[src/render_pkg.sv]
package render_pkg;

  // Screen position, as counted by the video timing.
  typedef logic [10:0] hcount_t;
  typedef logic [9:0]  vcount_t;

  typedef struct packed {
    hcount_t h;
    vcount_t v;
  } pixel_coord_t;

  typedef struct packed {
    logic [7:0] r;
    logic [7:0] g;
    logic [7:0] b;
  } rgb_t;

  // One shaded pixel, tagged with the position it belongs to.
  typedef struct packed {
    pixel_coord_t coord;
    rgb_t         color;
  } pixel_out_t;

endpackage

[src/scene_pkg.sv]
package scene_pkg;

  typedef logic signed [11:0] offset_t;   // Screen position minus sphere centre.
  typedef logic [23:0]        dist2_t;    // Holds two squared offsets and their sum.
  typedef logic [7:0]         intensity_t;

  // Sphere seen along the view axis.
  typedef struct packed {
    render_pkg::hcount_t cx;
    render_pkg::vcount_t cy;
    dist2_t              radius2;
    render_pkg::rgb_t    color;
  } sphere_t;

  // Orthographic ray, carrying its pixel position along with it.
  typedef struct packed {
    render_pkg::pixel_coord_t coord;
    offset_t                  dx;
    offset_t                  dy;
  } ray_t;

endpackage

[src/ray_gen.sv]
`timescale 1ns/100ps

module ray_gen (
  input  logic                     aclk,
  input  logic                     arst_n,
  input  scene_pkg::sphere_t       sphere,
  input  render_pkg::pixel_coord_t coord_data,
  input  logic                     coord_valid,
  output logic                     coord_ready,
  output scene_pkg::ray_t          ray,
  output logic                     ray_valid,
  input  logic                     ray_ready
);
  import scene_pkg::*;

  offset_t dx;
  offset_t dy;
  logic    coord_fire;

  // Take a new coordinate when the register is empty or being drained.
  assign coord_ready = !ray_valid || ray_ready;
  assign coord_fire  = coord_valid && coord_ready;

  // Both operands are unsigned, so they get a zero sign bit first.
  assign dx = offset_t'({1'b0, coord_data.h}) - offset_t'({1'b0, sphere.cx});
  assign dy = offset_t'({2'b00, coord_data.v}) - offset_t'({2'b00, sphere.cy});

  always_ff @(posedge aclk or negedge arst_n) begin
    if (!arst_n) begin
      ray_valid <= 1'b0;
    end else if (coord_fire) begin
      ray_valid <= 1'b1;
    end else if (ray_ready) begin
      ray_valid <= 1'b0;                 // Drained with nothing behind it.
    end
  end

  always_ff @(posedge aclk) begin
    if (coord_fire) begin
      ray <= '{coord: coord_data, dx: dx, dy: dy};
    end
  end

  // A stalled ray keeps its valid and its content until the FIFO takes it.
  a_ray_stable: assert property (
    @(posedge aclk) disable iff (!arst_n)
    ray_valid && !ray_ready |=> ray_valid && $stable(ray)
  );

endmodule

[src/ray_fifo.sv]
`timescale 1ns/100ps

module ray_fifo #(
  parameter int FIFO_DEPTH = 8
) (
  input  logic            aclk,
  input  logic            arst_n,
  input  scene_pkg::ray_t in_ray,
  input  logic            in_valid,
  output logic            in_ready,
  output scene_pkg::ray_t out_ray,
  output logic            out_valid,
  input  logic            out_ready
);
  import scene_pkg::*;

  localparam int PTR_W = $clog2(FIFO_DEPTH);
  localparam int CNT_W = PTR_W + 1;
  localparam logic [CNT_W-1:0] FULL_COUNT = CNT_W'(FIFO_DEPTH);

  ray_t             mem [FIFO_DEPTH];
  logic [PTR_W-1:0] wr_ptr;
  logic [PTR_W-1:0] rd_ptr;
  logic [CNT_W-1:0] count;
  logic             wr_pend;   // Last written entry, not yet shown.
  logic             full;
  logic             in_fire;
  logic             out_fire;

  assign full     = (count == FULL_COUNT);
  assign in_ready = !full;
  assign in_fire  = in_valid && in_ready;

  // The newest word is held back one cycle before the reader can see it.
  assign out_valid = (count > CNT_W'(wr_pend));
  assign out_fire  = out_valid && out_ready;
  assign out_ray   = mem[rd_ptr];   // Head shown directly.

  always_ff @(posedge aclk) begin
    if (in_fire) begin
      mem[wr_ptr] <= in_ray;
    end
  end

  // Pointers wrap naturally since the depth is a power of two.
  always_ff @(posedge aclk or negedge arst_n) begin
    if (!arst_n) begin
      wr_ptr  <= '0;
      rd_ptr  <= '0;
      count   <= '0;
      wr_pend <= 1'b0;
    end else begin
      wr_pend <= in_fire;
      if (in_fire) begin
        wr_ptr <= wr_ptr + PTR_W'(1);
      end
      if (out_fire) begin
        rd_ptr <= rd_ptr + PTR_W'(1);
      end
      case ({in_fire, out_fire})
        2'b10:   count <= count + CNT_W'(1);
        2'b01:   count <= count - CNT_W'(1);
        default: count <= count;
      endcase
    end
  end

  // A write never lands on an entry that still waits to be read.
  a_no_write_full: assert property (
    @(posedge aclk) disable iff (!arst_n)
    in_fire && (wr_ptr == rd_ptr) |-> (count == '0)
  );

  // A read never overtakes the write pointer.
  a_no_read_empty: assert property (
    @(posedge aclk) disable iff (!arst_n)
    out_fire |-> (rd_ptr != wr_ptr) || full
  );

endmodule

[src/sphere_shader.sv]
`timescale 1ns/100ps

module sphere_shader #(
  parameter int SHADE_SHIFT = 4
) (
  input  logic                   aclk,
  input  logic                   arst_n,
  input  scene_pkg::sphere_t     sphere,
  input  scene_pkg::ray_t        ray,
  input  logic                   ray_valid,
  output logic                   ray_ready,
  output render_pkg::pixel_out_t pixel_data,
  output logic                   pixel_valid,
  input  logic                   pixel_ready
);
  import render_pkg::*;
  import scene_pkg::*;

  logic               advance;
  logic signed [23:0] dx_sq;
  logic signed [23:0] dy_sq;
  logic               s1_valid;
  pixel_coord_t       s1_coord;
  dist2_t             s1_dx2;
  dist2_t             s1_dy2;
  dist2_t             d2;
  logic               hit;
  logic               s2_valid;
  pixel_coord_t       s2_coord;
  logic               s2_hit;
  dist2_t             s2_depth;
  dist2_t             shifted;
  intensity_t         level;
  rgb_t               shade;

  function automatic logic [7:0] scale_channel(input logic [7:0] ch, input intensity_t lvl);
    logic [15:0] prod;
    prod = 16'(ch) * 16'(lvl);
    return prod[15:8];
  endfunction

  // The whole pipe moves together and freezes when the output is stuck.
  assign advance   = !pixel_valid || pixel_ready;
  assign ray_ready = advance;

  // Stage 1 inputs.
  assign dx_sq = 24'($signed(ray.dx)) * 24'($signed(ray.dx));
  assign dy_sq = 24'($signed(ray.dy)) * 24'($signed(ray.dy));

  // Stage 2 inputs. The sum cannot overflow for 12-bit offsets.
  assign d2  = s1_dx2 + s1_dy2;
  assign hit = (d2 <= sphere.radius2);

  // Stage 3 inputs.
  assign shifted = s2_depth >> SHADE_SHIFT;
  assign level   = (shifted > dist2_t'(255)) ? '1 : intensity_t'(shifted);
  assign shade.r = scale_channel(sphere.color.r, level);
  assign shade.g = scale_channel(sphere.color.g, level);
  assign shade.b = scale_channel(sphere.color.b, level);

  always_ff @(posedge aclk or negedge arst_n) begin
    if (!arst_n) begin
      s1_valid    <= 1'b0;
      s2_valid    <= 1'b0;
      pixel_valid <= 1'b0;
    end else if (advance) begin
      s1_valid    <= ray_valid;
      s2_valid    <= s1_valid;
      pixel_valid <= s2_valid;
    end
  end

  always_ff @(posedge aclk) begin
    if (advance) begin
      s1_coord <= ray.coord;
      s1_dx2   <= dist2_t'(dx_sq);   // Squares are never negative.
      s1_dy2   <= dist2_t'(dy_sq);
      s2_coord <= s1_coord;
      s2_hit   <= hit;
      s2_depth <= sphere.radius2 - d2;   // Wraps on a miss and is blanked in stage 3.
      pixel_data.coord <= s2_coord;
      pixel_data.color <= s2_hit ? shade : '0;
    end
  end

  // Output holds still while the sink refuses it.
  a_pixel_stable: assert property (
    @(posedge aclk) disable iff (!arst_n)
    pixel_valid && !pixel_ready |=> pixel_valid && $stable(pixel_data)
  );

endmodule

[src/renderer.sv]
`timescale 1ns/100ps

module renderer #(
  parameter int FIFO_DEPTH  = 8,
  parameter int SHADE_SHIFT = 4
) (
  input  logic                     aclk,
  input  logic                     arst_n,
  input  scene_pkg::sphere_t       sphere,
  input  render_pkg::pixel_coord_t coord_data,
  input  logic                     coord_valid,
  output logic                     coord_ready,
  output render_pkg::pixel_out_t   pixel_data,
  output logic                     pixel_valid,
  input  logic                     pixel_ready
);
  import scene_pkg::*;

  ray_t gen_ray;
  logic gen_valid;
  logic gen_ready;
  ray_t buf_ray;
  logic buf_valid;
  logic buf_ready;

  ray_gen ray_gen0 (
    .aclk        (aclk),
    .arst_n      (arst_n),
    .sphere      (sphere),
    .coord_data  (coord_data),
    .coord_valid (coord_valid),
    .coord_ready (coord_ready),
    .ray         (gen_ray),
    .ray_valid   (gen_valid),
    .ray_ready   (gen_ready)
  );

  // Absorbs the shader stalls so the producer keeps running.
  ray_fifo #(
    .FIFO_DEPTH (FIFO_DEPTH)
  ) ray_fifo0 (
    .aclk      (aclk),
    .arst_n    (arst_n),
    .in_ray    (gen_ray),
    .in_valid  (gen_valid),
    .in_ready  (gen_ready),
    .out_ray   (buf_ray),
    .out_valid (buf_valid),
    .out_ready (buf_ready)
  );

  sphere_shader #(
    .SHADE_SHIFT (SHADE_SHIFT)
  ) sphere_shader0 (
    .aclk        (aclk),
    .arst_n      (arst_n),
    .sphere      (sphere),
    .ray         (buf_ray),
    .ray_valid   (buf_valid),
    .ray_ready   (buf_ready),
    .pixel_data  (pixel_data),
    .pixel_valid (pixel_valid),
    .pixel_ready (pixel_ready)
  );

endmodule

[config.mk]
export PLATFORM = sky130hd
export DESIGN_NAME = renderer
export DESIGN_NICKNAME = d
export VERILOG_FILES = /design/src/render_pkg.sv /design/src/scene_pkg.sv /design/src/ray_gen.sv /design/src/ray_fifo.sv /design/src/sphere_shader.sv /design/src/renderer.sv
export SDC_FILE = /design/constraint.sdc
export NUM_CORES = 2
export LEC_CHECK = 0
export BUFFER_PORTS_ARGS = -buffer_cell sky130_fd_sc_hd__buf_2
export CAP_MARGIN = 10
export CORE_AREA = 4 4 263 265
export CTS_CLUSTER_DIAMETER = 30
export DETAILED_ROUTE_END_ITERATION = 6
export DIE_AREA = 0 0 267 269
export GPL_TIMING_DRIVEN = 0
export PLACE_DENSITY = 0.77
export SLEW_MARGIN = 15
export SYNTH_ARGS = -nofsm -noshare
export SYNTH_HDL_FRONTEND = slang
export SYNTH_SLANG_ARGS = --single-unit
[constraint.sdc]
create_clock -name aclk -period 7.3 [get_ports aclk]
set_input_delay 1.46 -clock aclk [delete_from_list [all_inputs] [get_ports aclk]]
set_output_delay 1.46 -clock aclk [all_outputs]
set_load 0.005 [all_outputs]
; Word level (Yosys, flattened, before mapping)
; Memories as Yosys holds them, arrays and structs flattened.
; Index checks and enable logic that the tools add are counted.
[op_classes]
n_mux = 6
mul = 5
reduce_logical = 9
add_sub_neg = 8
n_lt_le_gt_ge = 3
n_eq_ne = 4
[ops]
columns = op, n
row1 = $mul 12x12->24, 2
row2 = $mul 8x8->16, 3
row3 = $add 24x24->24, 1
row4 = $le 24x24->1, 1
row5 = $sub 24x24->24, 1
row6 = $gt 20x8->1 const B, 1
row7 = $sub 11x11->12, 1
row8 = $sub 10x10->11, 1
row9 = $mux 8, 1
row10 = $pmux 4 s2, 1
row11 = $add 3x1->3 const B, 2
row12 = $add 4x1->4 const B, 1
row13 = $eq 4x4->1 const B, 1
row14 = $gt 4x1->1, 1
row15 = $mux 1, 4
row16 = $sub 4x1->4 const B, 1
row17 = $logic_and 1x1->1, 3
row18 = $logic_not 1->1, 3
row19 = $eq 2x1->1 const B, 1
row20 = $eq 2x2->1 const B, 1
row21 = $logic_or 1x1->1, 2
row22 = $ne 2x2->1 const B, 1
row23 = $reduce_bool 2->1, 1
[word_totals]
mem_count = 1
elab_cells = 61
regBits = 220
ram_bits = 360
output_inout_bits = 47
inputBits = 94
[mem_list]
columns = memory, words, width, read_ports, rd_clocked_by_memory_dff, wr, line
row1 = ray_fifo0.mem, 8, 45, 1, 0, 1, ray_fifo.sv:21  ; ray_t mem [FIFO_DEPTH];

; Logic depth before layout (Yosys ltp)
[depth]
ltp_word = 5
depth_mapped = 27
depth_no_buf = 24

; Hierarchy
; From an unflattened synthesis, not the netlist that was laid out.
[unflattened]
hier_cells = 2902
hier_area_um2 = 38943.6
[by_module_without_submodules]
columns = module, n_inst, cells_each, seq_area_each_um2, area_each_um2
row1 = sphere_shader, 1, 2118, 4699.5, 22016.1
row2 = ray_fifo, 1, 589, 11085.6, 14546.5
row3 = ray_gen, 1, 195, 1346.3, 2381.0

; Least setup slack after synthesis
; No wires, ideal clock.
[synth_path]
path_type = input port to flip-flop
startpoint = input pixel_ready
endpoint = register ray_fifo0.count[3]
cell_stages = 10
arrival_time_ns = 7.345
path_buffers = 0
slack_ns = -0.171
required_ns = 7.175
setup_time_ns = 0.125
cell_sequence = nand2b_1 o41ai_1 inv_1 ha_1 ha_1 a21o_1 a21oi_1 xnor2_1 nor2_1 xor2_1
[synth_via]
elab_chain_len = 4
word_cells_on_any_way = 6
cone_classes = eq/ne (2) / mux (1) / reduce/logical (3)
[synth_rtl]
columns = element, line
row1 = from (decl), renderer.sv:15  ; input logic pixel_ready
row2 = $logic_or 1x1->1 *, sphere_shader.sv:43  ; assign advance = !pixel_valid || pixel_ready;
row3 = $logic_and 1x1->1 *, ray_fifo.sv:36  ; assign out_fire = out_valid && out_ready;
row4 = named net ray_fifo0.out_fire, ray_fifo.sv:28  ; logic out_fire;
row5 = $eq 2x1->1 / $eq 2x2->1 (equally long branches), ray_fifo.sv:60  ; case ({in_fire, out_fire})
row6 = $pmux 4 s2 / $reduce_bool 2->1 (equally long branches), -
row7 = to (signal assigned), ray_fifo.sv:61  ; 2'b10: count <= count + CNT_W'(1);
row8 = to (signal assigned), ray_fifo.sv:62  ; 2'b01: count <= count - CNT_W'(1);
row9 = to (signal assigned), ray_fifo.sv:63  ; default: count <= count;
row10 = to (decl), ray_fifo.sv:24  ; logic [CNT_W-1:0] count;
; Mark *: on every way through the listed nets, which the timed path passes. The rest lies on a longest branch.
; A chain may end at the register's enable or synchronous reset.

; Final worst setup path
[layout_path]
startpoint = register ray_fifo0.rd_ptr[0]
endpoint = register sphere_shader0.s1_dy2[23], data pin
[layout_via]
elab_chain_len = 2
[layout_rtl]
columns = element, line
row1 = from (decl), ray_fifo.sv:23  ; logic [PTR_W-1:0] rd_ptr;
row2 = from (signal assigned), ray_fifo.sv:58  ; rd_ptr <= rd_ptr + PTR_W'(1);
row3 = $mem_v2 8x45, -
row4 = $mul 12x12->24, sphere_shader.sv:48  ; assign dy_sq = 24'($signed(ray.dy)) * 24'($signed(ray.dy));
row5 = named net sphere_shader0.dy_sq[23], sphere_shader.sv:21  ; logic signed [23:0] dy_sq;
row6 = to (signal assigned), sphere_shader.sv:77  ; s1_dy2 <= dist2_t'(dy_sq);
row7 = to (decl), sphere_shader.sv:25  ; dist2_t s1_dy2;
; The timed path passes the listed nets, and every way through them passes these cells.

==> qor_table.md <==
| Step | Quantity | Reported |
|---|---|---|
| setup path | Setup CP Type | register to register |
| grt | Congestion Overflow GR | 0 |
| finish | Post-Route Utilization | 0.657 |
| synth | Avg Inst Size Synth | 13.2 um^2 |
| clock tree | Max Buffers Root-to-Sink | 3 |
| synth | Area contributors post-synth | sky130_fd_sc_hd__edfxtp_1 44%, sky130_fd_sc_hd__fa_1 18%, sky130_fd_sc_hd__ha_1 9.4% |
| sta | Worst Setup Slack, final | 205 ps |
| synth | Share of synthesized area occupied by flip-flops and latches | 0.448 |
| synth | EDFF count, synth | 550 |
| sta | Fraction of the cycle the final worst path needs | 0.972 |
| finish | Filler cells | 4567 |
| sta | Highest attainable clock frequency | 0.141 GHz |
| detailed routing | Number of remaining DRC errors | 0 |
| run | Max-capacitance violation count | 0 |
| clock tree | Later-pin clock latency in the skew report | 670 ps |
| sta | Total count of hold-check failures in the final report | 0 |
| setup path | Maximum fanout count along the critical path | 10 |
| floorplanning | Die area | 71800 um^2 |
| synth | Ys flop type | sky130_fd_sc_hd__edfxtp_1 |
| placement | Routability-driven placement congestion ratio | 0.889 |
| clock tree | H-tree level count | 3 |
| synth | Top cell type's share of synthesized area | 0.438 |
| clock tree | Clock slew at reported path FFs | 50 ps |
| setup path | Category of the worst setup path capture point | register |
| grt | Largest net degree at the start of global routing | 54 |
| placement | Half-perimeter wire length of the detailed placement result | 60.9 mm |
| placement | Worst setup timing slack at the placement stage | -1210 ps |
| grt | Initial antenna violation count | 1 |
| setup path | Arr. time, crit path | 7450 ps |
| floorplanning | Starting density of the core | 0.565 |
| floorplanning | Number of top-level pins | 141 |
| placement | Placed instance count | 3910 |
| placement | Quantity of I/O buffers inserted on ports | 140 |
| detailed routing | Number of design-rule violations left by the first detailed-router iteration | 1800 |
| synth | Syn nets | 3588 |
| detailed routing | TritonRoute pass-1 iters | 7 |
| synth | Cell area after technology mapping | 37700 um^2 |
| finish | Number of nets in the final layout | 3871 |
| floorplanning | Horizontal die dimension | 267 um |
| finish | Growth of design area from synthesis to finish | 16.3% |
| synth | Cells after Synth | 2868 |
| synth | Warning count from the yosys run | 0 |
| clock tree | TritonCTS buffer count | 96 |
| floorplanning | Row Count | 95 |
| floorplanning | Placeable Area | 66800 um^2 |
| detailed routing | Post-route ant nets | 0 |
| grt | GRT Overall Usage | 0.251 |
| worst hold path | Tightest Hold Check Type | register to register |
| detailed routing | Routed via count | 23.5k |
| setup path | Data required time of the worst path | 7660 ps |
| detailed routing | Routed len/inst | 21.4 um |
| sta | Final setup skew | 83.0 ps |
| clock tree | CTS tree | yes |
| synth | Distinct cell type count of the synthesized netlist | 76 |
| sta | Headroom to the max-slew limit | 0.229 |
| sta | Final Max Slew Viols | 0 |
| synth | Fraction of registers with async set or reset after synthesis | 0.0265 |
| sta | Min cycle time layout | 7090 ps |
| outcome | Run status | finished clean |
| finish | Fraction of layout instances using a drive strength above 1 | 0.176 |
| grt | Number of global-route vias before repair | 25.5k |
| floorplanning | Y dimension of the die | 269 um |
| synth | Dominant cell type by area after synthesis | sky130_fd_sc_hd__edfxtp_1 |
| synth | Flops & latches, synth | 565 |
| setup path | Worst Setup Start Kind | register |
| finish | Non-filler instance count after layout | 4106 |
| sta | Setup violation total in the final timing report | 0 |
| detailed routing | Final WL | 87.8 mm |
| clock tree | Clock Sink Count | 565 |
| clock tree | Clock Root Buffer | sky130_fd_sc_hd__clkbuf_16 |
| detailed routing | Via count normalized by instance count | 5.71 |
| grt | First-pass GRT wire length | 140 mm |
| sta | Worst-margin pin slew | 1140 ps |
==> Yosys cell counts, drive strengths merged, types with 18 or more instances <==
library cell,n
fa,343
a21o,32
inv,522
nand2b,20
nand3,18
a21oi,48
nor2,188
xor2,30
clkbuf,32
nor2b,56
mux2i,21
and2,120
nor3,26
ha,283
mux2,27
edfxtp,550
xnor2,87
buf,20
mux4,88
o21ai,47
nand2,138
==> worst max-delay path, cell delays in order (launching register included) <==
cell	delay, ps
sky130_fd_sc_hd__dfrtp_2	420
sky130_fd_sc_hd__buf_12	180
sky130_fd_sc_hd__buf_12	170
sky130_fd_sc_hd__mux4_2	510
sky130_fd_sc_hd__mux2_4	340
sky130_fd_sc_hd__inv_2	160
sky130_fd_sc_hd__buf_4	220
sky130_fd_sc_hd__nor2_1	160
sky130_fd_sc_hd__fa_2	680
sky130_fd_sc_hd__inv_1	100
sky130_fd_sc_hd__fa_1	490
sky130_fd_sc_hd__fa_1	580
sky130_fd_sc_hd__fa_1	430
sky130_fd_sc_hd__fa_1	490
sky130_fd_sc_hd__inv_1	40
sky130_fd_sc_hd__ha_1	340
sky130_fd_sc_hd__nand3_1	90
sky130_fd_sc_hd__nand2_1	50
sky130_fd_sc_hd__a41o_1	230
sky130_fd_sc_hd__o41a_1	350
sky130_fd_sc_hd__a41o_1	260
sky130_fd_sc_hd__o41ai_4	360
sky130_fd_sc_hd__xnor2_2	120
==> per-layer routing <==
layer | GRT usage | share of wire | vias to the layer above
met4 | 0.0984 | 0.041 | 0
met2 | 0.448 | 0.52 | 1034
met5 | 0 | 0 | -
met1 | 0.309 | 0.37 | 11900
met3 | 0.0423 | 0.071 | 234
li1 | - | - | 10300
==> cells in the final DEF, fill, tap and decap left out, types with 8 or more instances in the layout <==
master / instances
sky130_fd_sc_hd__buf_12: 19
sky130_fd_sc_hd__nor3_1: 24
sky130_fd_sc_hd__dfrtp_1: 13
sky130_fd_sc_hd__a21oi_1: 46
sky130_fd_sc_hd__clkbuf_1: 30
sky130_fd_sc_hd__xnor2_1: 86
sky130_fd_sc_hd__fa_1: 342
sky130_fd_sc_hd__or2_2: 13
sky130_fd_sc_hd__clkbuf_4: 8
sky130_fd_sc_hd__mux2_2: 24
sky130_fd_sc_hd__nand3_1: 18
sky130_fd_sc_hd__and3_1: 12
sky130_fd_sc_hd__bufinv_16: 9
sky130_fd_sc_hd__mux4_2: 88
sky130_fd_sc_hd__nand4_1: 10
sky130_fd_sc_hd__clkinvlp_4: 13
sky130_fd_sc_hd__o21ai_0: 43
sky130_fd_sc_hd__nand2_1: 138
sky130_fd_sc_hd__a21o_1: 32
sky130_fd_sc_hd__clkinv_1: 10
sky130_fd_sc_hd__nand2b_1: 19
sky130_fd_sc_hd__buf_4: 27
sky130_fd_sc_hd__nor2b_1: 55
sky130_fd_sc_hd__clkbuf_16: 96
sky130_fd_sc_hd__ha_1: 282
sky130_fd_sc_hd__and2_1: 118
sky130_fd_sc_hd__buf_6: 9
sky130_fd_sc_hd__mux2i_4: 14
sky130_fd_sc_hd__nor2_1: 180
sky130_fd_sc_hd__a21boi_0: 11
sky130_fd_sc_hd__clkinv_4: 12
sky130_fd_sc_hd__a211oi_1: 10
sky130_fd_sc_hd__edfxtp_1: 550
sky130_fd_sc_hd__buf_2: 144
sky130_fd_sc_hd__inv_1: 516
sky130_fd_sc_hd__inv_6: 14
sky130_fd_sc_hd__xor2_1: 30
sky130_fd_sc_hd__clkinv_2: 12
==> cell families (layout without fill, tap and decap cells) <==
| logic type | count (synthesis) | count (layout) | share of synthesized area |
|---|---|---|---|
| AO/OA/AOI/OAI | 217 | 217 | 0.0411 |
| XOR/XNOR | 117 | 117 | 0.0272 |
| adder cells (fa/ha/maj) | 626 | 626 | 0.276 |
| buffers and inverters | 574 | 938 | 0.0580 |
| flip-flops | 565 | 565 | 0.448 |
| multiplexers | 136 | 136 | 0.0664 |
| other | 0 | 1 | 0 |
| AND/OR/NAND/NOR | 633 | 633 | 0.0836 |
==> metrics by stage <==
stage | hold slack, ps | setup TNS, ps | area (um^2)
final | 416 | 0 | 43900
after global routing | 420 | -25.4 | 43900
after CTS | 417 | 0 | 43500
after detailed placement | 405 | -13140 | 40000
after global placement | 401 | -49100 | 39500
after floorplan | 400 | 0 | 37700
==> cell type report <==
class                   count  area, um^2  share of cell area
well taps                 873        1090              0.0249
clock inverters            78         886              0.0202
diodes                      1        2.50           0.0000570
multi-input cells        1729       19000               0.432
plain buffers              51         350             0.00799
clock buffers             101        2420              0.0552
inverters                 522        1960              0.0447
flip-flops and latches    565       16900               0.385
repair buffers            186        1300              0.0296
==> worst paths after layout <==
| path | startpoint | end | slack (ps) | depth (start not counted) |
|---|---|---|---|---|
| setup / recovery | ray_fifo0.rd_ptr[0] | sphere_shader0.s1_dy2[23] | 210 | 22 |
| hold / removal | sphere_shader0.s2_coord[9] | sphere_shader0.pixel_data[33] | 420 | 0 |
| setup reg to reg | ray_fifo0.rd_ptr[0] | sphere_shader0.s1_dy2[23] | 210 | 22 |
| hold reg to reg | sphere_shader0.s2_coord[9] | sphere_shader0.pixel_data[33] | 420 | 0 |
| max in group asynchronous | arst_n | ray_fifo0.rd_ptr[2] | 6260 | 1 |
| min in group asynchronous | arst_n | ray_gen0.ray_valid | 710 | 1 |
==> repair_timing <==
action,CTS,global route
hold buffers,0,0
endpoints found under the setup margin,25,15
buffers inserted,2,15
pin swaps,1,2
gates resized for setup,50,47
gates cloned,0,0
==> registers in the layout, summed over array words and instances, names as in the netlist <==
signal,cells
ray_fifo0.count,4
sphere_shader0.pixel_valid,1
ray_fifo0.wr_pend,1
ray_gen0.ray_valid,1
sphere_shader0.s2_hit,1
sphere_shader0.s2_depth,20
sphere_shader0.s2_coord,21
sphere_shader0.s2_valid,1
sphere_shader0.s1_dx2,23
sphere_shader0.s1_dy2,23
sphere_shader0.s1_valid,1
ray_fifo0.rd_ptr,3
sphere_shader0.pixel_data,45
ray_gen0.ray,44
sphere_shader0.s1_coord,21
ray_fifo0.mem,352
ray_fifo0.wr_ptr,3
Power is not shown: default switching activity piles up to over one toggle a cycle in this logic, so the estimate is an artifact.
